===== src/rtl/isa_pkg.sv =====
// instruction set of the stack processor
// word and address widths with their types
// opcode encodings, the call bit and Boolean constants
// alu operation codes
`default_nettype none

package isa_pkg;

    localparam int DATA_SZ  = 16;                       // bits per word
    localparam int ADDR_SZ  = 10;                       // bits per program address
    localparam int CALL_BIT = 15;                       // set means call to low address bits

    typedef logic [DATA_SZ-1:0] word_t;
    typedef logic [ADDR_SZ-1:0] addr_t;

    localparam word_t W_TRUE  = '1;                     // Boolean true is -1
    localparam word_t W_FALSE = '0;

    typedef enum logic [15:0] {
        UC_NOP    = 16'h0000,                           // ( -- )
        UC_ADD    = 16'h0001,                           // ( a b -- a+b )
        UC_AND    = 16'h0002,                           // ( a b -- a&b )
        UC_XOR    = 16'h0003,                           // ( a b -- a^b )
        UC_ROL    = 16'h0004,                           // ( a -- a rotated left )
        UC_INC    = 16'h0005,                           // ( a -- a+1 )
        UC_FETCH  = 16'h0006,                           // ( addr -- cell )
        UC_STORE  = 16'h0007,                           // ( cell addr -- )
        UC_DUP    = 16'h0008,                           // ( a -- a a )
        UC_DROP   = 16'h0009,                           // ( a -- )
        UC_SWAP   = 16'h000A,                           // ( a b -- b a )
        UC_SKZ    = 16'h000B,                           // ( cond -- ) skip next if zero
        UC_PUSH_R = 16'h000C,                           // ( a -- ) R:( -- a )
        UC_R_DROP = 16'h000D,                           // ( -- a ) R:( a -- )
        UC_EXTN   = 16'h000E,                           // ( extn -- ) and halt
        UC_EXIT   = 16'h000F,                           // R:( addr -- ) addr->pc
        UC_LIT    = 16'h0020,                           // ( -- item ) item follows opcode
        UC_SUB    = 16'h0021,                           // ( a b -- a-b )
        UC_OR     = 16'h0022,                           // ( a b -- a|b )
        UC_NOT    = 16'h0023,                           // ( a -- ~a )
        UC_NEG    = 16'h0024,                           // ( a -- -a )
        UC_DEC    = 16'h0025,                           // ( a -- a-1 )
        UC_OVER   = 16'h002A,                           // ( a b -- a b a )
        UC_TX_OK  = 16'h003E,                           // ( -- ready )
        UC_SET_TX = 16'h003F                            // ( char -- )
    } uc_op_e;

    typedef enum logic [2:0] {
        ALU_NONE,                                       // result register holds
        ALU_ADD,
        ALU_SUB,
        ALU_AND,
        ALU_OR,
        ALU_XOR,
        ALU_ROL
    } alu_op_e;

endpackage

`default_nettype wire


===== src/rtl/cpu_bus_pkg.sv =====
// bundles passed between the processor blocks
// stack command carried in a class so each stack sets its payload type
// program load request, memory command and alu request
`default_nettype none

package cpu_bus_pkg;

    import isa_pkg::*;

    virtual class stk_cmd_t #(type T = logic);
        typedef struct packed {
            logic push;                                 // push and pop together replace top
            logic pop;
            logic swap;                                 // exchange the top two entries
            T     value;
        } t;
    endclass

    typedef struct packed {
        addr_t addr;
        word_t data;
    } load_req_t;

    typedef struct packed {
        logic  wr;
        addr_t waddr;
        word_t wdata;
        addr_t raddr;                                   // data appears one cycle later
    } mem_cmd_t;

    typedef struct packed {
        alu_op_e op;
        word_t   arg0;
        word_t   arg1;
    } alu_req_t;

endpackage

`default_nettype wire


===== src/rtl/lifo.sv =====
// register-array stack shared by the data and return stacks
// push, pop, replace top and swap of the top two entries
// top two entries visible combinationally
`default_nettype none

module lifo
    import cpu_bus_pkg::*;
#(
    parameter int  DEPTH = 16,
    parameter type T     = logic
) (
    input  logic            i_clk,
    input  logic            i_rst_n,
    input  stk_cmd_t#(T)::t i_cmd,
    output T                o_s0,                       // top of stack
    output T                o_s1                        // entry below top
);

    localparam int IW = $clog2(DEPTH);

    T              mem [DEPTH];
    logic [IW:0]   cnt;                                 // entries held, one extra bit for full
    logic [IW-1:0] new_idx;                             // slot a plain push fills
    logic [IW-1:0] top_idx;
    logic [IW-1:0] sec_idx;

    assign new_idx = cnt[IW-1:0];
    assign top_idx = new_idx - 1'b1;
    assign sec_idx = new_idx - 2'd2;
    assign o_s0    = mem[top_idx];
    assign o_s1    = mem[sec_idx];

    always_ff @(posedge i_clk or negedge i_rst_n) begin
        if (!i_rst_n) begin
            cnt <= '0;
        end else if (i_cmd.push && !i_cmd.pop) begin
            cnt <= cnt + 1'b1;
        end else if (i_cmd.pop && !i_cmd.push) begin
            cnt <= cnt - 1'b1;
        end
    end

    always_ff @(posedge i_clk) begin
        if (i_cmd.push) begin
            mem[i_cmd.pop ? top_idx : new_idx] <= i_cmd.value;
        end else if (i_cmd.swap) begin
            mem[top_idx] <= mem[sec_idx];
            mem[sec_idx] <= mem[top_idx];
        end
    end

    // the engine never pops past the bottom nor pushes past the top
    a_no_underflow: assert property (@(posedge i_clk) disable iff (!i_rst_n)
        i_cmd.pop |-> cnt != '0);
    a_no_overflow: assert property (@(posedge i_clk) disable iff (!i_rst_n)
        (i_cmd.push && !i_cmd.pop) |-> cnt != DEPTH);

endmodule

`default_nettype wire


===== config.mk =====
export PLATFORM = sky130hd
export DESIGN_NAME = lifo
export DESIGN_NICKNAME = d
export VERILOG_FILES = /design/src/rtl/isa_pkg.sv /design/src/rtl/cpu_bus_pkg.sv /design/src/rtl/lifo.sv
export SDC_FILE = /design/constraint.sdc
export NUM_CORES = 1
export LEC_CHECK = 0
export BUFFER_PORTS_ARGS = -buffer_cell sky130_fd_sc_hd__buf_2
export CAP_MARGIN = 5
export CELL_PAD_IN_SITES_DETAIL_PLACEMENT = 1
export CELL_PAD_IN_SITES_GLOBAL_PLACEMENT = 1
export CORE_MARGIN = 2
export CORE_UTILIZATION = 34
export DETAILED_ROUTE_END_ITERATION = 7
export PLACE_DENSITY = 0.65
export SLEW_MARGIN = 20
export SYNTH_ARGS = -nofsm -noshare
export SYNTH_HDL_FRONTEND = slang
export SYNTH_SLANG_ARGS = --single-unit

===== constraint.sdc =====
create_clock -name i_clk -period 3.2 [get_ports i_clk]
set_clock_uncertainty 0.2 [all_clocks]
set_input_delay 0.32 -clock i_clk [delete_from_list [all_inputs] [get_ports i_clk]]
set_output_delay 0.32 -clock i_clk [all_outputs]
set_load 0.02 [all_outputs]

==> flow_summary.yaml <==
detailed_routing:
  wl_per_cell_um: 20.3
  drt_first_pass_iters: 4
  vias: 1488
  wl_mm: 5.11
  ant_nets: 0
  drc: 0
  vias_per_cell: 5.90
  drtIter0Drc: 84
die:
  die_w_um: 76.8
  dieArea_sq_um: 5910
  core_region_area_sq_um: 5110
  rows: 26
  start_util_pct: 35.3
  die_y_um: 76.8
  pin_count: 8
global_routing:
  grt_antenna_before_repair: 0
  grt_pass1_wl_mm: 8.28
  grt_pass1_vias: 1526
  grt_usage_pct: 18.1
  grt_max_degree: 20
  gr-total-overflow: 0
clock_tree:
  htreeDepth: 1
  cts.repair.resized: 0
  path_clk_slew_ps: 90
  root_buffer: "clkbuf_8"
  cts_buffers: 3
  clk_path_buf_depth: 2
  insertion_delay_ps: 270
  tritoncts: "built"
  clock_sinks: 20
worst_setup_path:
  crit_chain: "inv_1, ha_1, xor2_2, mux2i_1, mux2i_4, buf_2"
  crit_path_max_fanout: 17
  cp_slowest_cell: "mux2i_4"
  worst_setup_path_end_kind: "output port"
  critPathMaxStageDelay_ps: 500
  cp_top_family: "multiplexers"
  worst-setup-path-type: "register to output port"
  arrival_ps: 2480
  critPathRequiredTime_ps: 2680
  reg2reg_slack_ps: 410
  start_kind: "register"
  cp_num_buf_inv: 2
sta:
  setup_violations: 0
  worst-slew-pin-transition_ps: 715
  maxSlewViolCount: 0
  fin_setup_tns_ps: 0
  slew_headroom_pct: 52.3
  post-route-period-util_pct: 93.7
  finalCriticalPeriod_ps: 3000
  hold_viol: 0
  rsz0062_at_grt: "false"
  fmax_mhz: 334
synthesis:
  ys_seq_area_share_pct: 32.2
  synth-async-reset-ratio_pct: 20.0
  synth_flop_cell: "edfxtp_1"
  yosys_warnings: 0
  netlist_top_cells_area: "edfxtp_1 (27%), mux4_1 (8.7%), ha_1 (6.9%), a31oi_1 (5.5%), dfrtp_1 (5.5%)"
  synth_nets: 197
  yosys.area.top_type: "edfxtp_1"
  avgSynthCellArea_sq_um: 10.0
  ys_ff_latch: 20
  syn-instance-count: 180
  ys_types: 39
  synth_top_area_share_pct: 26.6
  syn_area_sq_um: 1800
  synth-edff-count: 16
placement:
  port_buffers: 7
  place_hpwl_mm: 3.84
  placed_cell_area_sq_um: 1870
  gp_congestion: 0.808
finish:
  n_antenna_cell: 0
  fillers: 596
  area_growth_pct: 6.59
  register_area_sq_um: 581
  multi_input_area_sq_um: 1110
  nNetsFinal: 200
  stdcell_area_sq_um: 1920
  layout-drive-gt1-share_pct: 13.2
job:
  cap_viol_max_count: 0
min_path:
  hold_class: "input pin to async pin"
outcome:
  outcome: "complete, no violations"
## stage by stage
stage	hold WS [ps]	instances	worst slack [ps]	util (%)
4_1_cts	184	252	178	37.7
5_1_grt	212	252	11.5	37.7
3_5_place_dp	-63.0	247	393	36.6
2_1_floorplan	-176	180	538	-
3_3_place_gp	-68.2	247	534	36.6
6_report	179	252	202	37.7
## layout make-up
type / instances / area share, %
clock buffers: 4 / 2.34
inverters: 8 / 1.56
multi-input cells: 139 / 57.8
flip-flops and latches: 20 / 30.2
well taps: 70 / 4.55
repair buffers: 11 / 3.51
## final timing paths
check,startpoint,end,cells after the start
min in group i_clk,i_cmd[3],cnt[0],3
worst min register to register,cnt[2],cnt[2],2
worst min-delay path,i_rst_n,cnt[1],2
max in group asynchronous,i_rst_n,cnt[3],2
worst max register to register,cnt[2],mem[0],7
worst max-delay path,cnt[2],o_s1,6
## worst register-to-register path, cell delays in order, from the launching register on
cell and delay (ps):
dfrtp_1 490, inv_1 140, ha_1 260, a21boi_1 170, xnor2_2 330, mux2i_1 280
o22a_1 490, o21ai_0 170
## layout by cell type, fill, tap and decap left out, types with 3 or more instances in the layout
master / n
xnor2_1: 6
buf_4: 3
nand2_1: 20
ha_1: 10
a21oi_1: 6
clkbuf_8: 3
mux4_1: 6
o21ai_0: 3
o31ai_1: 3
o22ai_1: 16
a31oi_1: 16
buf_2: 7
edfxtp_1: 16
mux2i_1: 3
a21oi_2: 3
dfrtp_1: 4
nor3_1: 3
nor2b_1: 3
nor2_1: 9
inv_1: 8
o21ai_1: 11
## Yosys cell counts (4+ instances only)
master,number
dfrtp_1,4
clkbuf_1,6
mux4_1,6
inv_1,8
edfxtp_1,16
a21oi_1,6
o21ai_1,11
o22ai_1,16
a31oi_1,16
ha_1,10
nor2_1,9
xnor2_1,6
nand2_1,20
## logic make-up (layout without fill, tap and decap cells)
kind of cell / after synthesis / count (layout) / synth area share, %
AO/OA/AOI/OAI: 65 / 65 / 22.5
AND/OR/NAND/NOR: 39 / 39 / 9.29
buffers and inverters: 21 / 23 / 6.17
flip-flops: 20 / 20 / 32.2
multiplexers: 15 / 15 / 16.6
adder cells (fa/ha/maj): 11 / 11 / 8.04
XOR/XNOR: 9 / 9 / 5.20
## registers in the layout, summed over array words and instances, names as in the netlist
register and count:
mem 16, cnt 4
## per-layer routing
metal	routed length [um]	vias to the layer above	GRT usage (%)
met3	186	6	2.24
met4	52	0	4.00
met5	0	-	0
met2	2390	37	30.1
li1	-	697	-
met1	2480	748	25.1
## timing repair
action	in CTS	in global routing
endpoints found under the setup margin	0	0
setup buffers	0	0
endpoints found under the hold margin	4	0
hold buffers	1	0
Power is left out: the tool's default activity adds up to more than one toggle a clock period on the data nets, which glitch-free logic cannot reach.
