File: src/rtl/isa_pkg.sv
// instruction set of the stack processor
// word and address widths with their types
// opcode encodings, the call bit and Boolean constants
// alu operation codes
`default_nettype none

package isa_pkg;

    localparam int DATA_SZ  = 16;                       // bits per word
    localparam int ADDR_SZ  = 10;                       // bits per program address
    localparam int CALL_BIT = 15;                       // set means call to low address bits

    typedef logic [DATA_SZ-1:0] word_t;
    typedef logic [ADDR_SZ-1:0] addr_t;

    localparam word_t W_TRUE  = '1;                     // Boolean true is -1
    localparam word_t W_FALSE = '0;

    typedef enum logic [15:0] {
        UC_NOP    = 16'h0000,                           // ( -- )
        UC_ADD    = 16'h0001,                           // ( a b -- a+b )
        UC_AND    = 16'h0002,                           // ( a b -- a&b )
        UC_XOR    = 16'h0003,                           // ( a b -- a^b )
        UC_ROL    = 16'h0004,                           // ( a -- a rotated left )
        UC_INC    = 16'h0005,                           // ( a -- a+1 )
        UC_FETCH  = 16'h0006,                           // ( addr -- cell )
        UC_STORE  = 16'h0007,                           // ( cell addr -- )
        UC_DUP    = 16'h0008,                           // ( a -- a a )
        UC_DROP   = 16'h0009,                           // ( a -- )
        UC_SWAP   = 16'h000A,                           // ( a b -- b a )
        UC_SKZ    = 16'h000B,                           // ( cond -- ) skip next if zero
        UC_PUSH_R = 16'h000C,                           // ( a -- ) R:( -- a )
        UC_R_DROP = 16'h000D,                           // ( -- a ) R:( a -- )
        UC_EXTN   = 16'h000E,                           // ( extn -- ) and halt
        UC_EXIT   = 16'h000F,                           // R:( addr -- ) addr->pc
        UC_LIT    = 16'h0020,                           // ( -- item ) item follows opcode
        UC_SUB    = 16'h0021,                           // ( a b -- a-b )
        UC_OR     = 16'h0022,                           // ( a b -- a|b )
        UC_NOT    = 16'h0023,                           // ( a -- ~a )
        UC_NEG    = 16'h0024,                           // ( a -- -a )
        UC_DEC    = 16'h0025,                           // ( a -- a-1 )
        UC_OVER   = 16'h002A,                           // ( a b -- a b a )
        UC_TX_OK  = 16'h003E,                           // ( -- ready )
        UC_SET_TX = 16'h003F                            // ( char -- )
    } uc_op_e;

    typedef enum logic [2:0] {
        ALU_NONE,                                       // result register holds
        ALU_ADD,
        ALU_SUB,
        ALU_AND,
        ALU_OR,
        ALU_XOR,
        ALU_ROL
    } alu_op_e;

endpackage

`default_nettype wire

File: src/rtl/cpu_bus_pkg.sv
// bundles passed between the processor blocks
// stack command carried in a class so each stack sets its payload type
// program load request, memory command and alu request
`default_nettype none

package cpu_bus_pkg;

    import isa_pkg::*;

    virtual class stk_cmd_t #(type T = logic);
        typedef struct packed {
            logic push;                                 // push and pop together replace top
            logic pop;
            logic swap;                                 // exchange the top two entries
            T     value;
        } t;
    endclass

    typedef struct packed {
        addr_t addr;
        word_t data;
    } load_req_t;

    typedef struct packed {
        logic  wr;
        addr_t waddr;
        word_t wdata;
        addr_t raddr;                                   // data appears one cycle later
    } mem_cmd_t;

    typedef struct packed {
        alu_op_e op;
        word_t   arg0;
        word_t   arg1;
    } alu_req_t;

endpackage

`default_nettype wire

File: src/rtl/alu.sv
// registered arithmetic and logic unit
// add, subtract, and, or, xor and rotate left by one
// result holds while no operation is requested
`default_nettype none

module alu
    import isa_pkg::*;
    import cpu_bus_pkg::*;
(
    input  logic     i_clk,
    input  logic     i_rst_n,
    input  alu_req_t i_req,
    output word_t    o_data
);

    always_ff @(posedge i_clk or negedge i_rst_n) begin
        if (!i_rst_n) begin
            o_data <= '0;
        end else begin
            case (i_req.op)
                ALU_ADD: o_data <= i_req.arg0 + i_req.arg1;
                ALU_SUB: o_data <= i_req.arg0 - i_req.arg1;
                ALU_AND: o_data <= i_req.arg0 & i_req.arg1;
                ALU_OR:  o_data <= i_req.arg0 | i_req.arg1;
                ALU_XOR: o_data <= i_req.arg0 ^ i_req.arg1;
                ALU_ROL: o_data <= {i_req.arg0[DATA_SZ-2:0], i_req.arg0[DATA_SZ-1]};
                default: begin
                    // none: keep result for the write-back read
                end
            endcase
        end
    end

endmodule

`default_nettype wire

File: config.mk
export PLATFORM = sky130hd
export DESIGN_NAME = alu
export DESIGN_NICKNAME = d
export VERILOG_FILES = /design/src/rtl/isa_pkg.sv /design/src/rtl/cpu_bus_pkg.sv /design/src/rtl/alu.sv
export SDC_FILE = /design/constraint.sdc
export NUM_CORES = 1
export LEC_CHECK = 0
export BUFFER_PORTS_ARGS = -buffer_cell sky130_fd_sc_hd__buf_2
export CAP_MARGIN = 20
export CORE_ASPECT_RATIO = 0.7
export CORE_MARGIN = 5
export CORE_UTILIZATION = 55
export CTS_CLUSTER_DIAMETER = 50
export CTS_CLUSTER_SIZE = 20
export DETAILED_ROUTE_END_ITERATION = 8
export GPL_ROUTABILITY_DRIVEN = 0
export PLACE_DENSITY = 0.88
export RECOVER_POWER = 50
export SYNTH_ARGS = -nofsm -noshare
export SYNTH_HDL_FRONTEND = slang
export SYNTH_SLANG_ARGS = --single-unit
File: constraint.sdc
create_clock -name i_clk -period 1.3 [get_ports i_clk]
set_input_delay 0.065 -clock i_clk [delete_from_list [all_inputs] [get_ports i_clk]]
set_output_delay 0.065 -clock i_clk [all_outputs]
set_load 0.005 [all_outputs]
==> results of run 1 <==
==> stage by stage <==
stage,setup WS (ps),setup TNS [ps]
after global placement,-1850,-20340
after detailed placement,-1960,-22210
after CTS,-1610,-16190
after floorplan,-1810,-15980
==> routing by layer <==
metal | global-route usage [%] | overflow
met5 | 8.33 | 0
met4 | 61.8 | 1
met3 | 57.3 | 0
met2 | 78.3 | 0
met1 | 69.0 | 0
==> what timing repair did <==
action / CTS
resized for setup: 72
endpoints found under the setup margin: 16
hold buffers: 1
setup buffers: 11
hold endpoints to repair: 16
pin swaps: 49
==> kinds of logic after synthesis <==
kind of cell / share of synthesized area, %
buffers and inverters: 7.42
multiplexers: 0.349
flip-flops: 14.0
AO/OA/AOI/OAI: 30.8
XOR/XNOR: 6.72
adder cells (fa/ha/maj): 21.7
AND/OR/NAND/NOR: 19.1
==> results by group, run 1 <==
Place
  – Input/output buffers: 52
  – Placed Area: 4090 µm²
  – Dpl cells: 609
  – HPWL after detailed placement: 8590 µm

Yosys
  – Cell taking the most area after synthesis: ha_1
  – Number of synthesis warnings: 0
  – Mapped cell area: 2870 µm²
  – Mean post-synth cell area: 7.41 µm²
  – Count leader, synth: ha_1
  – Post-synthesis async set-or-reset flop share: 100%
  – Cells after Synth: 387
  – EDFF count, synth: 0
  – Net Count, Synth: 473
  – Most instantiated cells after synthesis: 48 x ha_1, 38 x inv_1, 35 x nor2_1
  – Largest cells by area after synthesis: ha_1 21%, dfrtp_1 14%, xnor2_1 6.1%
  – Post-synthesis cell type count: 55
  – #FFs+latches synth: 16
  – Synth Flop Type: dfrtp_1
  – Top-area cell type share of the netlist area: 21.0%
  – Share of the yosys chip area belonging to registers: 14.0%

Clocking
  – Sink Count: 16
  – H-Tree Depth: 1
  – CTS buffer count: 3
  – Root Driver: clkbuf_8
  – CTS max path bufs: 2

Global routing
  – Largest net degree at the start of global routing: 45
  – Global Route Usage Sum: 66.7%
  – GRT Residual Overflow: 1

Floorplan
  – Initial Util: 55.7%
  – Number of I/O pins: 53
  – Std-Cell Rows: 22
  – Die Y: 70.4 µm
  – Chip width: 96.3 µm

Status
  – Failing step: global routing
  – Status: did not finish
  – Log Error: [ERROR GRT-0232] Routing congestion too high. Check the congestion heatmap in the GUI.

STA
  – Worst End Pin Type: register input
  – Post-GRT worst EP: o_data[15]$_DFFE_PN0P_/D
==> inputs of run 2 (changes only) <==
--- a/config.mk
+++ b/config.mk
@@ -7,14 +7,11 @@
 export LEC_CHECK = 0
 export BUFFER_PORTS_ARGS = -buffer_cell sky130_fd_sc_hd__buf_2
 export CAP_MARGIN = 20
-export CORE_ASPECT_RATIO = 0.7
 export CORE_MARGIN = 5
-export CORE_UTILIZATION = 55
-export CTS_CLUSTER_DIAMETER = 50
-export CTS_CLUSTER_SIZE = 20
+export CORE_UTILIZATION = 40
 export DETAILED_ROUTE_END_ITERATION = 8
 export GPL_ROUTABILITY_DRIVEN = 0
-export PLACE_DENSITY = 0.88
+export PLACE_DENSITY_LB_ADDON = 0.15
 export RECOVER_POWER = 50
 export SYNTH_ARGS = -nofsm -noshare
 export SYNTH_HDL_FRONTEND = slang
==> run 2 against run 1 <==
The flow now finishes, with violations (setup timing). Area after synthesis is the same. Synthesized cell count is the same.
==> results by group, run 2 <==
Worst setup path
  – Bufs and invs on worst path: 1
  – CP most frequent cell: a21o_1
  – Critical Path Sink: o_data[15]$_DFFE_PN0P_
  – Reg2Reg Capture Point: o_data[9]$_DFFE_PN0P_
  – Critical Path Fanout Max: 2
  – Required @ worst endpoint: 1460 ps
  – CP delay by family, top: simple AND/OR/NAND/NOR gates
  – Slowest stage delay, CP: 550 ps
  – Reg2Reg Depth: 4
  – Worst setup startpoint: i_req[4]
  – Crit path DAT: 3100 ps
  – R2R Path Start: o_data[9]$_DFFE_PN0P_
  – CP max-delay cell: or4_4
  – Register-to-register path setup slack: 270 ps
  – CP Capture Type: flip-flop
  – Crit Path Category: in -> reg
  – Worst setup SP type: input pin
  – Crit-path cells: buf_6 > or3_4 > or3b_4 > or4_4 > o21ai_2 > xnor2_1 > ha_1 > a21o_1 > a21o_1 > a21o_1 > or4_1 > o211a_1
  – Instance count on the critical path: 12

Final layout
  – Nets: 646
  – Area of the multi-input gates: 2610 µm²
  – Commonest non-fill, non-tap cell in the layout: buf_4
  – Fin util: 69.1%
  – Top reg by flops: o_data
  – Share of layout cells above drive strength 1: 45.3%
  – Most frequent cells in the layout: 118 x buf_4, 45 x buf_2, 44 x ha_1
  – Reg area: 400 µm²
  – Non-Filler Instances: 654
  – Synthesis-to-finish area growth: 65.6%
  – Final Cell Area: 4750 µm²
  – Top Registers: o_data (16)
  – Max FFs per register: 16
  – Fillers: 528
  – ANT cells: 0

Status
  – Status: finished, violations left
  – Violations in the final reports: setup timing

Floorplan
  – Number of I/O pins: 53 (unchanged)
  – Std-Cell Rows: 30 (+36%)
  – Die Y: 94.7 µm (+34%)
  – Initial Util: 41.7% (-14 points)
  – Core area: 6870 µm²
  – Chip width: 94.7 µm (-1.7%)
  – Die area: 8960 µm²

STA
  – Fmax: 340 MHz
  – Worst Skew: 0 ps
  – Min Hold Slack: 303 ps
  – Final Hold Viols: 0
  – Pins Over Slew Limit: 0
  – Final worst-path cycle share: 226%
  – Final worst setup slack: -1640 ps
  – Crit path time final: 2940 ps
  – TNS Setup: -16,630 ps
  – Final setup vio count: 15
  – Least-Margin Pin Slew: 969 ps
  – Worst slew margin: 35.4%
  – RSZ-0062 raised after global routing: yes

Job
  – Max Cap Violations: 0

Yosys
  – Cells after Synth: 387 (unchanged)
  – Net Count, Synth: 473 (unchanged)
  – Share of the yosys chip area belonging to registers: 14.0% (unchanged)
  – #FFs+latches synth: 16 (unchanged)
  – Synth Flop Type: dfrtp_1
  – Post-synthesis async set-or-reset flop share: 100% (unchanged)
  – Most instantiated cells after synthesis: 48 x ha_1, 38 x inv_1, 35 x nor2_1
  – Top-area cell type share of the netlist area: 21.0% (unchanged)
  – Mapped cell area: 2870 µm² (unchanged)
  – EDFF count, synth: 0 (unchanged)
  – Number of synthesis warnings: 0 (unchanged)
  – Largest cells by area after synthesis: ha_1 21%, dfrtp_1 14%, xnor2_1 6.1%
  – Post-synthesis cell type count: 55 (unchanged)
  – Mean post-synth cell area: 7.41 µm² (unchanged)
  – Cell taking the most area after synthesis: ha_1
  – Count leader, synth: ha_1

Drt
  – Vias: 3,652
  – Detailed router's first-iteration violation count: 304
  – WL/cell: 16.8 µm
  – Total Routed Length: 11,000 µm
  – DRC viols: 0
  – Initial DRT Pass Iterations: 5
  – Vias per cell: 5.58
  – Post-route ant nets: 0

Place
  – Input/output buffers: 52 (unchanged)
  – Dpl cells: 633 (+3.9%)
  – Pre-CTS WS: -1910 ps (+52.1 ps)
  – Placed Area: 4120 µm² (+0.74%)
  – HPWL after detailed placement: 7790 µm (-9.3%)

Global routing
  – Vias in the first global route: 3,412
  – First-pass GRT wire length: 16,200 µm
  – Global Route Usage Sum: 22.8%
  – GRT Residual Overflow: 0
  – Antenna violations before repair: 0
  – Largest net degree at the start of global routing: 45

Power
  – Leak: 2.34 nW
  – Peak VDD IR: 0.000279 V
  – Cell Pwr Density: 689 nW/µm²
  – Tot Pwr: 3.27 mW

Clocking
  – H-Tree Depth: 1 (unchanged)
  – Sink Count: 16 (unchanged)
  – Clock Latency Late Sink: 260 ps
  – CTS max path bufs: 2 (unchanged)
  – Worst-path clk slew: 70 ps
  – CTS tree: yes
  – Root Driver: clkbuf_8
  – CTS buffer count: 3 (unchanged)

Hold path
  – Hold crit path type: in -> reg
  – Hold path depth: 5
## run 2: cell counts after synthesis
Identical to the previous run, type by type.
## run 2: how the worst min path moves through the flow
| stage | startpoint | end | slack (ps) |
|---|---|---|---|
| after floorplan | i_rst_n | o_data[0]$_DFFE_PN0P_ | -230 |
| after global placement | i_rst_n | o_data[13]$_DFFE_PN0P_ | 20 |
| after detailed placement | i_rst_n | o_data[13]$_DFFE_PN0P_ | 20 |
| after CTS | i_rst_n | o_data[14]$_DFFE_PN0P_ | 280 |
| after global routing | i_req[22] | o_data[7]$_DFFE_PN0P_ | 330 |
| final | i_req[22] | o_data[7]$_DFFE_PN0P_ | 300 |
## run 2: repair_timing
item | CTS | global route
endpoints found under the hold margin | 16 | 0
pin swaps | 39 | 24
gates resized for setup | 64 | 25
hold buffers | 1 | 0
cloned | 0 | 4
endpoints found under the setup margin | 16 | 16
buffers inserted | 6 | 11
## run 2: worst reg2reg max path: cells and delay by family (launching register included)
| family | cells | cell delay, ps |
|---|---|---|
| and+or+nand+nor | 4 | 540 |
| DFF | 1 | 380 |
## run 2: logic make-up after synthesis
group	share of synthesized area, %
adder cells (fa/ha/maj)	21.7
XOR/XNOR	6.72
AO/OA/AOI/OAI	30.8
buffers and inverters	7.42
multiplexers	0.349
flip-flops	14.0
AND/OR/NAND/NOR	19.1
## run 2: area by class of cell
class                           instances  area share, %
Clock buffer                            3          0.870
Tap cell                               96           2.53
Multi-Input combinational cell        315           54.9
Inverter                               39           3.14
Sequential cell                        16           8.43
Timing Repair Buffer                  185           30.1
## run 2: report_power, final
| part | total [mW] | internal [mW] | switching (mW) |
|---|---|---|---|
| combinational | 2.21 | 1.14 | 1.07 |
| sequential | 0.653 | 0.600 | 0.0525 |
| clock | 0.413 | 0.207 | 0.207 |
| total | 3.27 | 1.94 | 1.33 |
## run 2: routing by layer
metal	wire length [µm]	track usage, %
met1	4660	29.0
met2	5450	40.6
met3	524	1.27
met4	363	7.81
met5	0	0
Note: power is estimated with default switching activity, not from simulation.
