<file path="config.mk">
export PLATFORM = sky130hd
export DESIGN_NAME = exec_engine
export DESIGN_NICKNAME = d
export VERILOG_FILES = /design/src/rtl/isa_pkg.sv /design/src/rtl/cpu_bus_pkg.sv /design/src/rtl/exec_engine.sv
export SDC_FILE = /design/constraint.sdc
export NUM_CORES = 1
export LEC_CHECK = 0
export BUFFER_PORTS_ARGS = -buffer_cell sky130_fd_sc_hd__buf_2
export CORE_ASPECT_RATIO = 0.8
export CORE_MARGIN = 2
export CORE_UTILIZATION = 25
export CTS_CLUSTER_DIAMETER = 40
export DETAILED_ROUTE_END_ITERATION = 16
export PLACE_DENSITY = 0.42
export SETUP_SLACK_MARGIN = 0.05
export SYNTH_ARGS = -nofsm -noshare
export SYNTH_HDL_FRONTEND = slang
export SYNTH_SLANG_ARGS = --single-unit
</file>
<file path="constraint.sdc">
create_clock -name i_clk -period 1.9 [get_ports i_clk]
set_input_delay 0.19 -clock i_clk [delete_from_list [all_inputs] [get_ports i_clk]]
set_output_delay 0.19 -clock i_clk [all_outputs]
set_load 0.03 [all_outputs]
</file>
<file path="src/rtl/isa_pkg.sv">
// instruction set of the stack processor
// word and address widths with their types
// opcode encodings, the call bit and Boolean constants
// alu operation codes
`default_nettype none

package isa_pkg;

    localparam int DATA_SZ  = 16;                       // bits per word
    localparam int ADDR_SZ  = 10;                       // bits per program address
    localparam int CALL_BIT = 15;                       // set means call to low address bits

    typedef logic [DATA_SZ-1:0] word_t;
    typedef logic [ADDR_SZ-1:0] addr_t;

    localparam word_t W_TRUE  = '1;                     // Boolean true is -1
    localparam word_t W_FALSE = '0;

    typedef enum logic [15:0] {
        UC_NOP    = 16'h0000,                           // ( -- )
        UC_ADD    = 16'h0001,                           // ( a b -- a+b )
        UC_AND    = 16'h0002,                           // ( a b -- a&b )
        UC_XOR    = 16'h0003,                           // ( a b -- a^b )
        UC_ROL    = 16'h0004,                           // ( a -- a rotated left )
        UC_INC    = 16'h0005,                           // ( a -- a+1 )
        UC_FETCH  = 16'h0006,                           // ( addr -- cell )
        UC_STORE  = 16'h0007,                           // ( cell addr -- )
        UC_DUP    = 16'h0008,                           // ( a -- a a )
        UC_DROP   = 16'h0009,                           // ( a -- )
        UC_SWAP   = 16'h000A,                           // ( a b -- b a )
        UC_SKZ    = 16'h000B,                           // ( cond -- ) skip next if zero
        UC_PUSH_R = 16'h000C,                           // ( a -- ) R:( -- a )
        UC_R_DROP = 16'h000D,                           // ( -- a ) R:( a -- )
        UC_EXTN   = 16'h000E,                           // ( extn -- ) and halt
        UC_EXIT   = 16'h000F,                           // R:( addr -- ) addr->pc
        UC_LIT    = 16'h0020,                           // ( -- item ) item follows opcode
        UC_SUB    = 16'h0021,                           // ( a b -- a-b )
        UC_OR     = 16'h0022,                           // ( a b -- a|b )
        UC_NOT    = 16'h0023,                           // ( a -- ~a )
        UC_NEG    = 16'h0024,                           // ( a -- -a )
        UC_DEC    = 16'h0025,                           // ( a -- a-1 )
        UC_OVER   = 16'h002A,                           // ( a b -- a b a )
        UC_TX_OK  = 16'h003E,                           // ( -- ready )
        UC_SET_TX = 16'h003F                            // ( char -- )
    } uc_op_e;

    typedef enum logic [2:0] {
        ALU_NONE,                                       // result register holds
        ALU_ADD,
        ALU_SUB,
        ALU_AND,
        ALU_OR,
        ALU_XOR,
        ALU_ROL
    } alu_op_e;

endpackage

`default_nettype wire

</file>
<file path="src/rtl/cpu_bus_pkg.sv">
// bundles passed between the processor blocks
// stack command carried in a class so each stack sets its payload type
// program load request, memory command and alu request
`default_nettype none

package cpu_bus_pkg;

    import isa_pkg::*;

    virtual class stk_cmd_t #(type T = logic);
        typedef struct packed {
            logic push;                                 // push and pop together replace top
            logic pop;
            logic swap;                                 // exchange the top two entries
            T     value;
        } t;
    endclass

    typedef struct packed {
        addr_t addr;
        word_t data;
    } load_req_t;

    typedef struct packed {
        logic  wr;
        addr_t waddr;
        word_t wdata;
        addr_t raddr;                                   // data appears one cycle later
    } mem_cmd_t;

    typedef struct packed {
        alu_op_e op;
        word_t   arg0;
        word_t   arg1;
    } alu_req_t;

endpackage

`default_nettype wire

</file>
<file path="src/rtl/exec_engine.sv">
// execution engine of the stack processor
// four-phase fetch, decode, execute and write-back FSM
// drives both stacks, the alu and program memory
// call, exit, skip, halt and illegal opcode handling
// transmit channel with a four-phase req/ack handshake
`default_nettype none

module exec_engine
    import isa_pkg::*;
    import cpu_bus_pkg::*;
#(
    parameter int STACK_DEPTH = 16
) (
    input  logic                 i_clk,
    input  logic                 i_rst_n,
    input  logic                 i_run,
    output logic                 o_running,
    output logic                 o_status,
    output mem_cmd_t             o_mem,
    input  word_t                i_rdata,
    output stk_cmd_t#(word_t)::t o_d_cmd,
    input  word_t                i_d0,
    input  word_t                i_d1,
    output stk_cmd_t#(addr_t)::t o_r_cmd,
    input  addr_t                i_r0,
    output alu_req_t             o_alu,
    input  word_t                i_alu_data,
    output logic                 o_tx_req,
    output logic [7:0]           o_tx_char,
    input  logic                 i_tx_ack
);

    typedef enum logic [1:0] {PH_FETCH, PH_DECODE, PH_EXEC, PH_WBACK} phase_e;

    phase_e   phase;
    addr_t    pc;
    word_t    opcode;                                   // latched in decode
    logic     halt;
    logic     alu_wb;                                   // write-back replaces top with alu result
    logic     tx_acked;                                 // ack seen, waiting for it to fall
    logic     tx_busy;
    alu_req_t alu_nxt;

    if (STACK_DEPTH < 4 || (STACK_DEPTH & (STACK_DEPTH - 1)) != 0) begin : g_depth_check
        $error("stack depth must be a power of two from 4 upward");
    end

    // binary ops take ( a b ) as arg0 = a, arg1 = b
    function automatic alu_req_t alu_decode(word_t op, word_t d0, word_t d1);
        alu_req_t r;
        r = '{op: ALU_NONE, arg0: d1, arg1: d0};
        case (op)
            UC_ADD:  r.op = ALU_ADD;
            UC_SUB:  r.op = ALU_SUB;
            UC_AND:  r.op = ALU_AND;
            UC_OR:   r.op = ALU_OR;
            UC_XOR:  r.op = ALU_XOR;
            UC_ROL:  r = '{op: ALU_ROL, arg0: d0, arg1: d0};
            UC_INC:  r = '{op: ALU_ADD, arg0: d0, arg1: word_t'(1)};
            UC_DEC:  r = '{op: ALU_SUB, arg0: d0, arg1: word_t'(1)};
            UC_NOT:  r = '{op: ALU_XOR, arg0: d0, arg1: W_TRUE};
            UC_NEG:  r = '{op: ALU_SUB, arg0: W_FALSE, arg1: d0};
            default: r.op = ALU_NONE;
        endcase
        return r;
    endfunction

    assign alu_nxt   = alu_decode(i_rdata, i_d0, i_d1);
    assign tx_busy   = o_tx_req || tx_acked;
    assign o_running = i_run && o_status && !halt;

    always_ff @(posedge i_clk or negedge i_rst_n) begin
        if (!i_rst_n) begin
            phase     <= PH_FETCH;
            pc        <= '0;
            opcode    <= '0;
            halt      <= 1'b0;
            o_status  <= 1'b1;
            alu_wb    <= 1'b0;
            tx_acked  <= 1'b0;
            o_tx_req  <= 1'b0;
            o_tx_char <= '0;
            o_mem     <= '0;
            o_d_cmd   <= '0;
            o_r_cmd   <= '0;
            o_alu     <= '0;
        end else begin
            o_mem.wr     <= 1'b0;                       // commands last one cycle
            o_d_cmd.push <= 1'b0;
            o_d_cmd.pop  <= 1'b0;
            o_d_cmd.swap <= 1'b0;
            o_r_cmd.push <= 1'b0;
            o_r_cmd.pop  <= 1'b0;
            o_r_cmd.swap <= 1'b0;
            o_alu.op     <= ALU_NONE;
            case (phase)
                PH_FETCH: begin
                    if (o_running) begin                // rdata valid next cycle
                        phase <= PH_DECODE;
                        pc    <= pc + 1'b1;
                    end
                end
                PH_DECODE: begin
                    phase  <= PH_EXEC;
                    opcode <= i_rdata;
                    o_alu  <= alu_nxt;
                    alu_wb <= (alu_nxt.op != ALU_NONE);
                    case (i_rdata)
                        UC_ADD, UC_SUB, UC_AND, UC_OR, UC_XOR: begin
                            o_d_cmd.pop <= 1'b1;        // second operand goes now
                        end
                        UC_FETCH: o_mem.raddr <= i_d0[ADDR_SZ-1:0];
                        UC_LIT:   o_mem.raddr <= pc;    // literal sits after opcode
                        UC_STORE: begin
                            o_mem.wr    <= 1'b1;
                            o_mem.waddr <= i_d0[ADDR_SZ-1:0];
                            o_mem.wdata <= i_d1;
                            o_d_cmd.pop <= 1'b1;        // address, cell goes in execute
                        end
                        default: begin
                        end
                    endcase
                end
                PH_EXEC: begin
                    phase <= PH_WBACK;
                    case (opcode)
                        UC_NOP, UC_ADD, UC_AND, UC_XOR, UC_ROL, UC_INC, UC_FETCH,
                        UC_SUB, UC_OR, UC_NOT, UC_NEG, UC_DEC: begin
                            // finished in decode or write-back
                        end
                        UC_STORE, UC_DROP: o_d_cmd.pop <= 1'b1;
                        UC_SWAP:           o_d_cmd.swap <= 1'b1;
                        UC_LIT:            pc <= pc + 1'b1;
                        UC_DUP: begin
                            o_d_cmd.value <= i_d0;
                            o_d_cmd.push  <= 1'b1;
                        end
                        UC_OVER: begin
                            o_d_cmd.value <= i_d1;
                            o_d_cmd.push  <= 1'b1;
                        end
                        UC_SKZ: begin
                            o_d_cmd.pop <= 1'b1;
                            if (i_d0 == W_FALSE) begin
                                pc <= pc + 1'b1;        // skip the next word
                            end
                        end
                        UC_PUSH_R: begin
                            o_r_cmd.value <= i_d0[ADDR_SZ-1:0];
                            o_r_cmd.push  <= 1'b1;
                            o_d_cmd.pop   <= 1'b1;
                        end
                        UC_R_DROP: begin
                            o_d_cmd.value <= word_t'(i_r0);
                            o_d_cmd.push  <= 1'b1;
                            o_r_cmd.pop   <= 1'b1;
                        end
                        UC_EXIT: begin
                            pc          <= i_r0;
                            o_r_cmd.pop <= 1'b1;
                        end
                        UC_EXTN: begin
                            o_d_cmd.pop <= 1'b1;        // extension code consumed
                            halt        <= 1'b1;
                        end
                        UC_TX_OK: begin
                            o_d_cmd.value <= tx_busy ? W_FALSE : W_TRUE;
                            o_d_cmd.push  <= 1'b1;
                        end
                        UC_SET_TX: begin
                            phase <= PH_EXEC;           // stall until handshake ends
                            if (!tx_busy) begin
                                o_tx_req  <= 1'b1;
                                o_tx_char <= i_d0[7:0];
                            end else if (o_tx_req && i_tx_ack) begin
                                o_tx_req <= 1'b0;
                                tx_acked <= 1'b1;
                            end else if (tx_acked && !i_tx_ack) begin
                                tx_acked    <= 1'b0;
                                o_d_cmd.pop <= 1'b1;
                                phase       <= PH_WBACK;
                            end
                        end
                        default: begin
                            if (opcode[CALL_BIT]) begin
                                o_r_cmd.value <= pc;    // return to word after call
                                o_r_cmd.push  <= 1'b1;
                                pc            <= opcode[ADDR_SZ-1:0];
                            end else begin
                                o_status <= 1'b0;       // illegal instruction
                            end
                        end
                    endcase
                end
                PH_WBACK: begin
                    phase       <= PH_FETCH;
                    o_mem.raddr <= pc;                  // next instruction
                    if (alu_wb) begin
                        o_d_cmd.value <= i_alu_data;
                        o_d_cmd.pop   <= 1'b1;
                        o_d_cmd.push  <= 1'b1;
                    end else if (opcode == UC_FETCH) begin
                        o_d_cmd.value <= i_rdata;
                        o_d_cmd.pop   <= 1'b1;          // cell replaces the address
                        o_d_cmd.push  <= 1'b1;
                    end else if (opcode == UC_LIT) begin
                        o_d_cmd.value <= i_rdata;
                        o_d_cmd.push  <= 1'b1;
                    end
                end
                default: o_status <= 1'b0;              // phase error
            endcase
        end
    end

    a_tx_char_stable: assert property (@(posedge i_clk) disable iff (!i_rst_n)
        o_tx_req && $past(o_tx_req) |-> $stable(o_tx_char));

endmodule

`default_nettype wire

</file>
==> results.md, run 1 <==
* Dominant cell type by area after synthesis: dfrtp_1
* Biggest area contributors in the synthesized netlist: dfrtp_1, mux2_2, a21oi_1, nand2_1, nor2b_1
* Total CTS buffers at 17
* Effective utilization at floorplan at 25.5%
* Net count, final at 1171
* Final-report setup violation count at 60
* Routability-driven placement congestion ratio at 0.915
* Area added between synthesis and finish at 59.6%
* Clock slew at the register clock pins of the worst setup and hold paths at 0.07 ns
* Number of library cell types mapped by synthesis at 70
* Number of antenna violations at the first check in global routing at 1
* Maximum number of pins on one net before global-route repair at 42
* Core utilization of the finished layout at 40.6%
* Critical path data required time at 2.23 ns
* Root Buffer: clkbuf_16
* Startpoint types: flop
* Total GRT Usage at 20.9%
* Minimum clock period at 2.19 ns
* Fraction of final layout cells with drive strength greater than 1 at 53.5%
* Worst clock skew on the final layout at 0.0151 ns
* Number of enable flip-flop cells after synthesis at 0
* CP Capture Type: flop
* Worst slack on hold paths at 0.0323 ns
* Leakage power figure at 5.60 nW
* Routed len/inst at 23.2 um
* Top-level I/O count at 193
* Critical Path Max Stage Delay at 0.60 ns
* Worst Max-Slew Pin Slew at 0.617 ns
* Start-to-end type of the worst setup path: flop to flop
* Number of nets still failing antenna checks after routing at 0
* Failing checks: negative setup slack
* Area share of the leading cell type in the synthesized netlist at 47.8%
* Detailed Route Iter0 Violations at 481
* Power density cells at 595 mW/mm2
* Slowest cell on the critical path: or4_4
* Max-slew violation count at 0
* Via-to-Cell Ratio at 5.08
* Async S/R FF share, synth at 100%
* Min setup slack post-route at -0.289 ns
* Vias after detailed routing at 7503
* Die area at 0.0314 mm2
* Placement Setup Slack at -0.433 ns
* Die W at 198 um
* Insertion delay to the later sink of the worst-skew pair at 0.44 ns
* Crit path DAT at 2.52 ns
* Net count of the mapped netlist at 813
* Chip height at 159 um
* Peak clock frequency supported by timing at 0.457 GHz
* Post-Syn Area per Cell at 10.3 um2
* Hpwl dp at 24600 um
* Final global-route overflow total at 0
* Wire length of the first global-routing pass at 48300 um
* Number of global-route vias before repair at 7317
* Final Hold Violating Endpoints at 0
* Placeable Area at 0.0294 mm2
* Share of the yosys chip area belonging to registers at 48.1%
* Chain of cells forming the critical path: or4_4 -> nor4_4 -> a31oi_4 -> buf_6 -> o21ai_4 -> nand2_1 -> o311ai_2
* Residual DRC at 0
* Worst slew margin at 58.7%
* Cells after Synth at 730
* Number of warning messages in the yosys log at 0
* CTS tree: yes
* Crit path max fanout at 8
* H-tree levels at 4
* Final Power at 7.12 mW
* Seq cells post-synth at 144
* Max-cap viol count at 0
* Netlist area before placement at 0.00749 mm2
* Max VDD drop at 621 uV
* Worst-case clock buffer depth at 2
* Setup repair after global routing missed its margin: true
* Total Routed Length at 34300 um
* Crit share post-route at 115%
* Worst hold-check path type: input pin to flop
* Count of port buffers added during placement at 191
* Floorplan row count at 56
* CTS sink cnt at 144
* Number of detailed-routing iterations run before antenna repair at 5
* Outcome: complete, but fails checks
* Most frequently used flop master after synthesis: dfrtp_1
-- cell usage in the layout (no fill, tap or decap), types with 5 or more instances in the layout --
master / netlist / final
a21oi_1: 63 / 57
mux2_4: 0 / 26
a31oi_1: 9 / 7
buf_2: 16 / 191
a211oi_2: 0 / 6
nand2_2: 3 / 7
nand3_1: 22 / 18
mux2_2: 45 / 19
nor2b_1: 30 / 30
buf_6: 3 / 23
nand2_4: 0 / 6
a221oi_2: 9 / 9
buf_12: 0 / 13
clkbuf_16: 0 / 24
nor2_1: 49 / 47
dfrtp_1: 143 / 139
a21oi_2: 0 / 5
inv_1: 29 / 27
o22ai_1: 21 / 9
nand4_1: 6 / 6
a221o_1: 16 / 16
nor4_4: 6 / 7
a2bb2oi_2: 0 / 11
buf_4: 4 / 154
a211oi_1: 18 / 12
nor4_2: 1 / 5
o21ai_0: 20 / 12
o211ai_1: 12 / 12
nand2_1: 54 / 43
nor4_1: 10 / 5
a221oi_1: 8 / 7
o22ai_2: 0 / 12
o21ai_1: 4 / 9
mux2i_1: 11 / 10
-- worst max-delay path: cells and delay by family, from the launching register on --
kind,cells,cell delay [ns]
AND/OR/NAND/NOR,3,1.14
flip-flops,1,0.40
AO/OA/AOI/OAI,3,0.39
buffers and inverters,1,0.16
-- kinds of logic after synthesis --
group / count (synthesis) / share of synthesized area, %
adder cells (fa/ha/maj): 5 / 0.835
buffers and inverters: 86 / 5.09
flip-flops: 144 / 48.1
other: 1 / 0.0500
AO/OA/AOI/OAI: 227 / 21.8
XOR/XNOR: 1 / 0.117
AND/OR/NAND/NOR: 210 / 15.8
multiplexers: 56 / 8.23
-- timing repair --
action	in CTS	in global routing
gates cloned	3	9
resized for setup	52	120
buffers inserted	14	25
pin swaps	20	29
endpoints found under the setup margin	66	105
hold endpoints to repair	36	0
hold buffers	2	0
-- state kept, by name (all words and copies together) (netlist names) --
name,count
alu_wb,1
halt,1
o_mem,37
o_alu,35
o_tx_char,8
o_status,1
o_r_cmd,12
o_d_cmd,19
pc,10
opcode,16
phase,2
o_tx_req,1
tx_acked,1
-- synth_stat cells, types with 16 or more instances --
cell type / count
dfrtp_1: 143
a21oi_1: 63
nand2_1: 54
nor2_1: 49
mux2_2: 45
nor2b_1: 30
clkbuf_1: 29
inv_1: 29
nand3_1: 22
o22ai_1: 21
o21ai_0: 20
a211oi_1: 18
a221o_1: 16
buf_2: 16
-- report_power, final --
| part | switching [mW] | total, mW | internal (mW) |
|---|---|---|---|
| logic | 0.369 | 0.576 | 0.208 |
| clock network | 1.40 | 3.43 | 2.03 |
| registers | 0.0217 | 3.11 | 3.09 |
| total | 1.79 | 7.12 | 5.33 |
-- metrics by stage --
step / instances / area [um2] / TNS [ns]
after global routing: 1477 / 12000 / -13.89
after global placement: 1400 / 10100 / -17.90
final: 1478 / 12000 / -9.14
after CTS: 1448 / 11000 / -8.62
after floorplan: 730 / 7580 / -3.13
after detailed placement: 1400 / 10100 / -16.90
-- layout make-up --
type                    count  area, um2
fillers                  2922      17500
multi-input cells         500       4220
flip-flops and latches    144       3610
repair buffers            395       2960
clock buffers              22        474
well taps                 377        472
inverters                  30        120
clock inverters             9        108
diodes                      1       2.50
-- final timing paths --
check / startpoint / end / slack, ns / depth (start not counted)
worst max register to register: opcode[10]$_DFFE_PN0P_ / pc[2]$_DFFE_PN0P_ / -0.29 / 7
worst min-delay path: i_d1[6] / o_alu[22]$_DFFE_PN0P_ / 0.03 / 2
min in group asynchronous: i_rst_n / o_d_cmd[16]$_DFF_PN0_ / 0.25 / 2
worst max-delay path: opcode[10]$_DFFE_PN0P_ / pc[2]$_DFFE_PN0P_ / -0.29 / 7
worst min register to register: halt$_DFFE_PN0P_ / halt$_DFFE_PN0P_ / 0.47 / 1
max in group asynchronous: i_rst_n / o_d_cmd[6]$_DFFE_PN0P_ / 1.00 / 3
-- routing by layer --
layer	up-vias	track usage, %	part of all wire [%]
li1	3442	-	-
met1	3776	32.1	51
met2	252	29.3	41
met3	33	4.31	5.8
met4	0	5.43	1.7
met5	-	0	0
Note: power is estimated with default switching activity, not from simulation.
==> run 2, diff against run 1 <==
--- a/config.mk
+++ b/config.mk
@@ -5,6 +5,7 @@
 export SDC_FILE = /design/constraint.sdc
 export NUM_CORES = 1
 export LEC_CHECK = 0
+export ABC_AREA = 1
 export BUFFER_PORTS_ARGS = -buffer_cell sky130_fd_sc_hd__buf_2
 export CORE_ASPECT_RATIO = 0.8
 export CORE_MARGIN = 2
@@ -12,6 +13,7 @@
 export CTS_CLUSTER_DIAMETER = 40
 export DETAILED_ROUTE_END_ITERATION = 16
 export PLACE_DENSITY = 0.42
+export REMOVE_ABC_BUFFERS = 1
 export SETUP_SLACK_MARGIN = 0.05
 export SYNTH_ARGS = -nofsm -noshare
 export SYNTH_HDL_FRONTEND = slang
==> run 2 against run 1 <==
Effect of this change:
- the flow now finishes without violations
- clock power increased by 10%
- core utilization decreased by 4.4 points
- synthesized area increased by 12%
- count of clock-buffer cells in the layout decreased by 4
- cell count increased by 33%
- critical path depth increased by 5
- routed wire length increased by 2.5%
- highest routed layer is now met5
==> results.md, run 2 <==
* Outcome: completed
* Routability-driven placement congestion ratio at 0.867
* Worst slack on hold paths at 0.0131 ns
* Fraction of the mapped netlist area in adder cells at 0.746%
* Seq cells post-synth at 144
* Crit path max fanout at 7
* Async S/R FF share, synth at 100%
* Hpwl dp at 26100 um
* Startpoint types: flop
* Multiplexer area fraction after synthesis at 0%
* Placed instance area at 0.0105 mm2
* Wire length of the first global-routing pass at 52500 um
* Chip height at 168 um
* Number of antenna violations at the first check in global routing at 3
* Area added between synthesis and finish at 41.6%
* Number of enable flip-flop cells after synthesis at 0
* H-tree levels at 4
* Core utilization of the finished layout at 36.2%
* Leakage power figure at 6.17 nW
* Total Routed Length at 35200 um
* Number of global-route vias before repair at 8542
* Total CTS buffers at 17
* Most frequent cells in the layout: nand2_1, buf_2, nor2_1
* Floorplan row count at 59
* Detailed Route Iter0 Violations at 660
* Dominant cell type by area after synthesis: dfrtp_1
* Switching fraction of total power at 25.6%
* Clock slew at the register clock pins of the worst setup and hold paths at 0.07 ns
* Max-cap viol count at 0
* Layout Cells excl Fill at 1967
* CTS sink cnt at 144
* Peak clock frequency supported by timing at 0.537 GHz
* Clock share of power at 51.0%
* Max-slew violation count at 0
* Max VDD drop at 533 uV
* Most frequently used flop master after synthesis: dfrtp_1
* Count of port buffers added during placement at 191
* Final-report setup violation count at 0
* Root Buffer: clkbuf_16
* Worst setup path startpoint: opcode[13]$_DFFE_PN0P_
* Most common library cell in the layout ignoring fill and taps: nand2_1
* Compound-gate portion of the synthesized area at 8.32%
* Netlist area before placement at 0.00838 mm2
* Min setup slack post-route at 0.0365 ns
* Insertion delay to the later sink of the worst-skew pair at 0.44 ns
* Final Hold Violating Endpoints at 0
* Net count, final at 1608
* Number of nets still failing antenna checks after routing at 0
* Part of the total power dissipated in sequential elements at 41.8%
* Worst hold-check path type: input pin to flop
* Top-level I/O count at 193
* Number of library cell types mapped by synthesis at 35
* Crit path DAT at 2.24 ns
* Share of the yosys chip area belonging to registers at 43.0%
* Via-to-Cell Ratio at 4.62
* Crit share post-route at 98.1%
* Effective utilization at floorplan at 25.6%
* Die W at 209 um
* Worst hold start: i_d1[12]
* Worst slew margin at 48.1%
* Total GRT Usage at 19.8%
* XOR/XNOR Fraction of Synth Area at 0.209%
* Most repeated cell in the gate-level netlist after synthesis: nand2_1
* Placeable Area at 0.0328 mm2
* Dominant combinational cell family by area after synthesis: simple AND/OR/NAND/NOR gates
* Cells after Synth at 1246
* Power density cells at 624 mW/mm2
* CP Capture Type: flop
* Maximum number of pins on one net before global-route repair at 66
* Synth cell count leaders: nand2_1, nor2_1, dfrtp_1, inv_1, o21ai_0
* Vias after detailed routing at 9080
* Fraction of final layout cells with drive strength greater than 1 at 29.4%
* Routed len/inst at 17.9 um
* Number of detailed-routing iterations run before antenna repair at 5
* Worst r2r src: opcode[13]$_DFFE_PN0P_
* Area share of the leading cell type in the synthesized netlist at 42.7%
* Placement Setup Slack at -0.121 ns
* Worst clock skew on the final layout at 0.00863 ns
* Synth Area in Simple Gates at 40.3%
* Start-to-end type of the worst setup path: flop to flop
* Critical path data required time at 2.28 ns
* Number of warning messages in the yosys log at 0
* CTS tree: yes
* Die area at 0.0350 mm2
* Biggest area contributors in the synthesized netlist: dfrtp_1, nand2_1, nor2_1, o21ai_0, nand3_1
* Largest registers: o_mem: 37 flops, o_alu: 35 flops, o_d_cmd: 19 flops
* Setup repair after global routing missed its margin: true
* Max reg flops at 37
* Worst-case clock buffer depth at 2
* Combinational Power Share at 7.3%
* Residual DRC at 0
* Internal power at 5.52 mW
* Minimum clock period at 1.86 ns
* Fin area at 0.0119 mm2
* Final global-route overflow total at 0
* Power spent charging and discharging nets at 1.90 mW
* Post-Syn Area per Cell at 6.73 um2
* Register containing the most flip-flops in the final layout: o_mem
* Number of placed instances, taps included at 1905
* Worst Max-Slew Pin Slew at 0.777 ns
-- run 2: cell count changes in the layout (fill, tap and decap cells not counted), sizes merged, moves of 17 or more --
cell / change
nand2: +459
nor2: +130
buf: -85
o21ai: +66
inv: +64
nand3: +54
mux2: -45
nor2b: -30
nand4: +29
a21oi: -21
o22ai: -21
a211oi: -18
a221oi: -17
nor4: -17
-- run 2: repair_timing --
action	4_1_cts	5_1_grt
setup endpoints to repair	37	72
buffers inserted	6	6
pin swaps	16	23
resized for setup	36	84
hold endpoints to repair	114	0
hold buffers	9	0
gates cloned	4	3
-- run 2: final cells by class --
| cell class | count | area [um2] |
|---|---|---|
| clock inverters | 13 | 198 |
| repair buffers | 311 | 2200 |
| diodes | 3 | 7.51 |
| clock buffers | 18 | 439 |
| inverters | 91 | 355 |
| multi-input cells | 960 | 4530 |
| fillers | 3577 | 20900 |
| well taps | 427 | 534 |
| flip-flops and latches | 144 | 3610 |
-- run 2: worst paths after layout --
| check | end | slack [ns] | cells past startpoint |
|---|---|---|---|
| min in group asynchronous | o_tx_char[6]$_DFFE_PN0P_ | 0.20 | 2 |
| worst min register to register | o_status$_DFFE_PN1P_ | 0.47 | 2 |
| worst max-delay path | pc[7]$_DFFE_PN0P_ | 0.04 | 12 |
| worst max register to register | pc[7]$_DFFE_PN0P_ | 0.04 | 12 |
| worst min-delay path | o_mem[22]$_DFFE_PN0P_ | 0.01 | 3 |
| max in group asynchronous | o_status$_DFFE_PN1P_ | 1.07 | 3 |
-- run 2: logic make-up after synthesis --
family / count (synthesis)
other: 1
buffers and inverters: 144
DFF: 144
xor gates and xnor gates: 2
adders and majority gates: 5
and+or+nand+nor: 813
AOI/OAI and AO/OA: 137
-- run 2: worst max-delay path: stages (launching register included) --
cell       delay, ns
dfrtp_1         0.40
nor2_2          0.13
nand2_2         0.07
nor2_4          0.16
buf_12          0.14
buf_16          0.16
nand3_4         0.13
o21ai_4         0.20
inv_2           0.06
nand2_4         0.09
clkbuf_16       0.15
nand2_4         0.04
nand2_2         0.06
-- run 2: layer usage --
layer  wire length [um]  track usage (%)
met1              18100             29.8
met2              14600             28.9
met3               2230             4.28
met4                300             3.98
met5                 13                0
-- run 2: power groups by stage --
stage	combinational, mW	clock [mW]	sequential [mW]
floorplan	0.119	0	3.19
global placement	0.517	0	3.15
detailed placement	0.514	0	3.15
CTS	0.533	3.86	3.09
global route	0.591	4.00	3.10
finish	0.539	3.78	3.10
-- run 2: metrics by stage --
step / setup TNS [ns] / total power, mW
2_1_floorplan: -78.23 / 3.30
3_3_place_gp: -3.13 / 3.67
3_5_place_dp: -3.36 / 3.66
4_1_cts: 0 / 7.49
5_1_grt: -0.911 / 7.69
6_report: 0 / 7.41
==> run 3, diff against run 2 <==
--- a/config.mk
+++ b/config.mk
@@ -6,13 +6,13 @@
 export NUM_CORES = 1
 export LEC_CHECK = 0
 export ABC_AREA = 1
-export BUFFER_PORTS_ARGS = -buffer_cell sky130_fd_sc_hd__buf_2
 export CORE_ASPECT_RATIO = 0.8
 export CORE_MARGIN = 2
 export CORE_UTILIZATION = 25
 export CTS_CLUSTER_DIAMETER = 40
 export DETAILED_ROUTE_END_ITERATION = 16
-export PLACE_DENSITY = 0.42
+export DONT_BUFFER_PORTS = 1
+export PLACE_DENSITY = 0.37
 export REMOVE_ABC_BUFFERS = 1
 export SETUP_SLACK_MARGIN = 0.05
 export SYNTH_ARGS = -nofsm -noshare
==> run 3 against run 2 <==
Effect of this change:
- hold slack got worse by 0.59 ns
- cell count fell by 8.9%
- total power fell by 8.7%
- clock power fell by 13%
- critical path type unchanged
- first-iteration DRC count fell by 5.0%
- core utilization fell by 3.4 points
- the run now ends with negative hold slack left
- combinational power fell by 38%
- non-clock buffer count fell by 173
==> results.md, run 3 (synthesized netlist as in run 2, its figures left out) <==
* Floorplan row count at 59
* Diodes inserted at 0
* Peak clock frequency supported by timing at 0.541 GHz
* CP Capture Type: flop
* Number of detailed-routing iterations run before antenna repair at 5
* Insertion delay to the later sink of the worst-skew pair at 0.46 ns
* Via-to-Cell Ratio at 4.69
* Wire length of the first global-routing pass at 53900 um
* Number of nets still failing antenna checks after routing at 0
* Count of port buffers added during placement at 0
* Startpoint types: flop
* Worst slew margin at 46.5%
* Worst hold-check path type: input pin to asynchronous set/reset pin
* Placeable Area at 0.0328 mm2
* Internal power at 4.94 mW
* Worst r2r src: opcode[2]$_DFFE_PN0P_
* Worst-case clock buffer depth at 2
* Crit share post-route at 97.3%
* Clock share of power at 48.7%
* Worst Max-Slew Pin Slew at 0.802 ns
* Vias after detailed routing at 8407
* Effective utilization at floorplan at 25.6%
* Worst slack on hold paths at -0.575 ns
* Power spent charging and discharging nets at 1.83 mW
* Register-to-Register Setup Slack at 0.05 ns
* Number of antenna violations at the first check in global routing at 0
* Final-report setup violation count at 0
* Routed len/inst at 20.1 um
* Most frequent cells in the layout: nand2_1, nor2_1, dfrtp_1
* Root Buffer: clkbuf_16
* Die W at 209 um
* Max-slew violation count at 0
* Number of global-route vias before repair at 8185
* Largest registers: o_mem: 37 flops, o_alu: 35 flops, o_d_cmd: 19 flops
* Total negative slack at 0 ns
* Part of the total power dissipated in sequential elements at 46.3%
* Number of hold buffers added after cts at 60
* Final global-route overflow total at 0
* Power density cells at 629 mW/mm2
* Net count, final at 1434
* Fraction of final layout cells with drive strength greater than 1 at 14.1%
* Max VDD drop at 534 uV
* Max-cap viol count at 0
* Chip height at 168 um
* Combinational Power Share at 5.0%
* Total CTS buffers at 17
* Leakage power figure at 5.35 nW
* R2r worst-path depth at 13
* Worst clock skew on the final layout at 0.0133 ns
* CTS tree: yes
* Clock slew at the register clock pins of the worst setup and hold paths at 0.07 ns
* Core utilization of the finished layout at 32.8%
* Critical path data required time at 2.29 ns
* Max reg flops at 37
* CTS sink cnt at 144
* Minimum clock period at 1.85 ns
* Hpwl dp at 25500 um
* Maximum number of pins on one net before global-route repair at 145
* FF-to-FF End: o_d_cmd[3]$_DFFE_PN0P_
* Top-level I/O count at 193
* Register containing the most flip-flops in the final layout: o_mem
* Crit path DAT at 2.24 ns
* Most common library cell in the layout ignoring fill and taps: nand2_1
* Detailed Route Iter0 Violations at 627
* Switching fraction of total power at 27.0%
* Crit path max fanout at 24
* Die area at 0.0350 mm2
* Routability-driven placement congestion ratio at 0.834
* Outcome: complete, but fails checks
* Total GRT Usage at 20.7%
* Area added between synthesis and finish at 28.4%
* Final Hold Violating Endpoints at 144
* Total Routed Length at 36000 um
* Failing checks: negative hold slack
* Start-to-end type of the worst setup path: flop to flop
* H-tree levels at 4
* Setup repair after global routing missed its margin: true
* Residual DRC at 0
[run 3: cell count changes in the layout (fill, tap and decap cells not counted), moves of 4 or more]
cell           change
nand2_1           +35
nand2_2           -31
buf_4             -18
bufinv_16          -4
dlygate4sd3_1     +51
nor2_2             +6
buf_2            -190
buf_6             -10
[run 3: power groups by stage]
stage	clock network [mW]	logic, mW	registers [mW]
2_1_floorplan	0	0.119	3.19
3_3_place_gp	0	0.201	3.19
3_5_place_dp	0	0.201	3.19
4_1_cts	3.39	0.334	3.13
5_1_grt	3.52	0.365	3.13
6_report	3.30	0.336	3.13
[run 3: how the worst max path moves through the flow]
stage	cells past startpoint	slack (ns)	to	start
floorplan	4	-1.04	opcode[5]$_DFFE_PN0P_	phase[1]$_DFFE_PN0P_
finish	13	0.05	o_d_cmd[3]$_DFFE_PN0P_	opcode[2]$_DFFE_PN0P_
global route	13	-0.06	o_d_cmd[14]$_DFFE_PN0P_	opcode[7]$_DFFE_PN0P_
CTS	13	0.03	o_d_cmd[1]$_DFFE_PN0P_	opcode[2]$_DFFE_PN0P_
global placement	11	-0.12	o_alu[18]$_DFFE_PN0P_	i_rdata[5]
detailed placement	5	-0.07	o_mem[7]$_DFFE_PN0P_	phase[0]$_DFFE_PN0P_
[run 3: cell type report]
class	count	area, um2
fillers	3591	22000
clock buffers	17	425
well taps	427	534
flip-flops and latches	144	3610
inverters	91	362
multi-input cells	959	4340
repair buffers	138	1370
clock inverters	15	125
[run 3: worst max-delay path, stage by stage, from the launching register on]
cell and delay [ns]:
dfrtp_1 0.40, buf_4 0.16, nor2_4 0.15, nand2_2 0.10
nor2_4 0.16, nand2_4 0.10, buf_12 0.17, nor2_1 0.13
nor2_1 0.08, nand2_2 0.11, nand2_1 0.06, nand2_1 0.06
nand2_1 0.04, nand2_1 0.05
[run 3: stage by stage]
stage | hold WS [ns] | setup WS (ns) | cell area [um2] | total power [mW] | instances
floorplan | -0.106 | -1.04 | 8110 | 3.30 | 1193
global placement | -0.102 | -0.116 | 9360 | 3.39 | 1692
detailed placement | -0.102 | -0.0744 | 9360 | 3.39 | 1692
CTS | -0.604 | 0.0327 | 10600 | 6.86 | 1789
global route | -0.603 | -0.0642 | 10800 | 7.02 | 1791
finish | -0.575 | 0.0510 | 10800 | 6.77 | 1791
[run 3: timing repair]
item	in CTS	in global routing
gates cloned	1	1
endpoints found under the hold margin	227	144
pin swaps	2	3
setup buffers	4	1
endpoints found under the setup margin	38	51
gates resized for setup	21	35
[run 3: metal layers]
| metal | GRT usage, % | up-vias | part of all wire (%) |
|---|---|---|---|
| met3 | 4.91 | 19 | 6.2 |
| met5 | 0 | - | 0 |
| met4 | 4.35 | 0 | 0.91 |
| met2 | 29.8 | 243 | 42 |
| li1 | - | 4151 | - |
| met1 | 31.1 | 3994 | 50 |
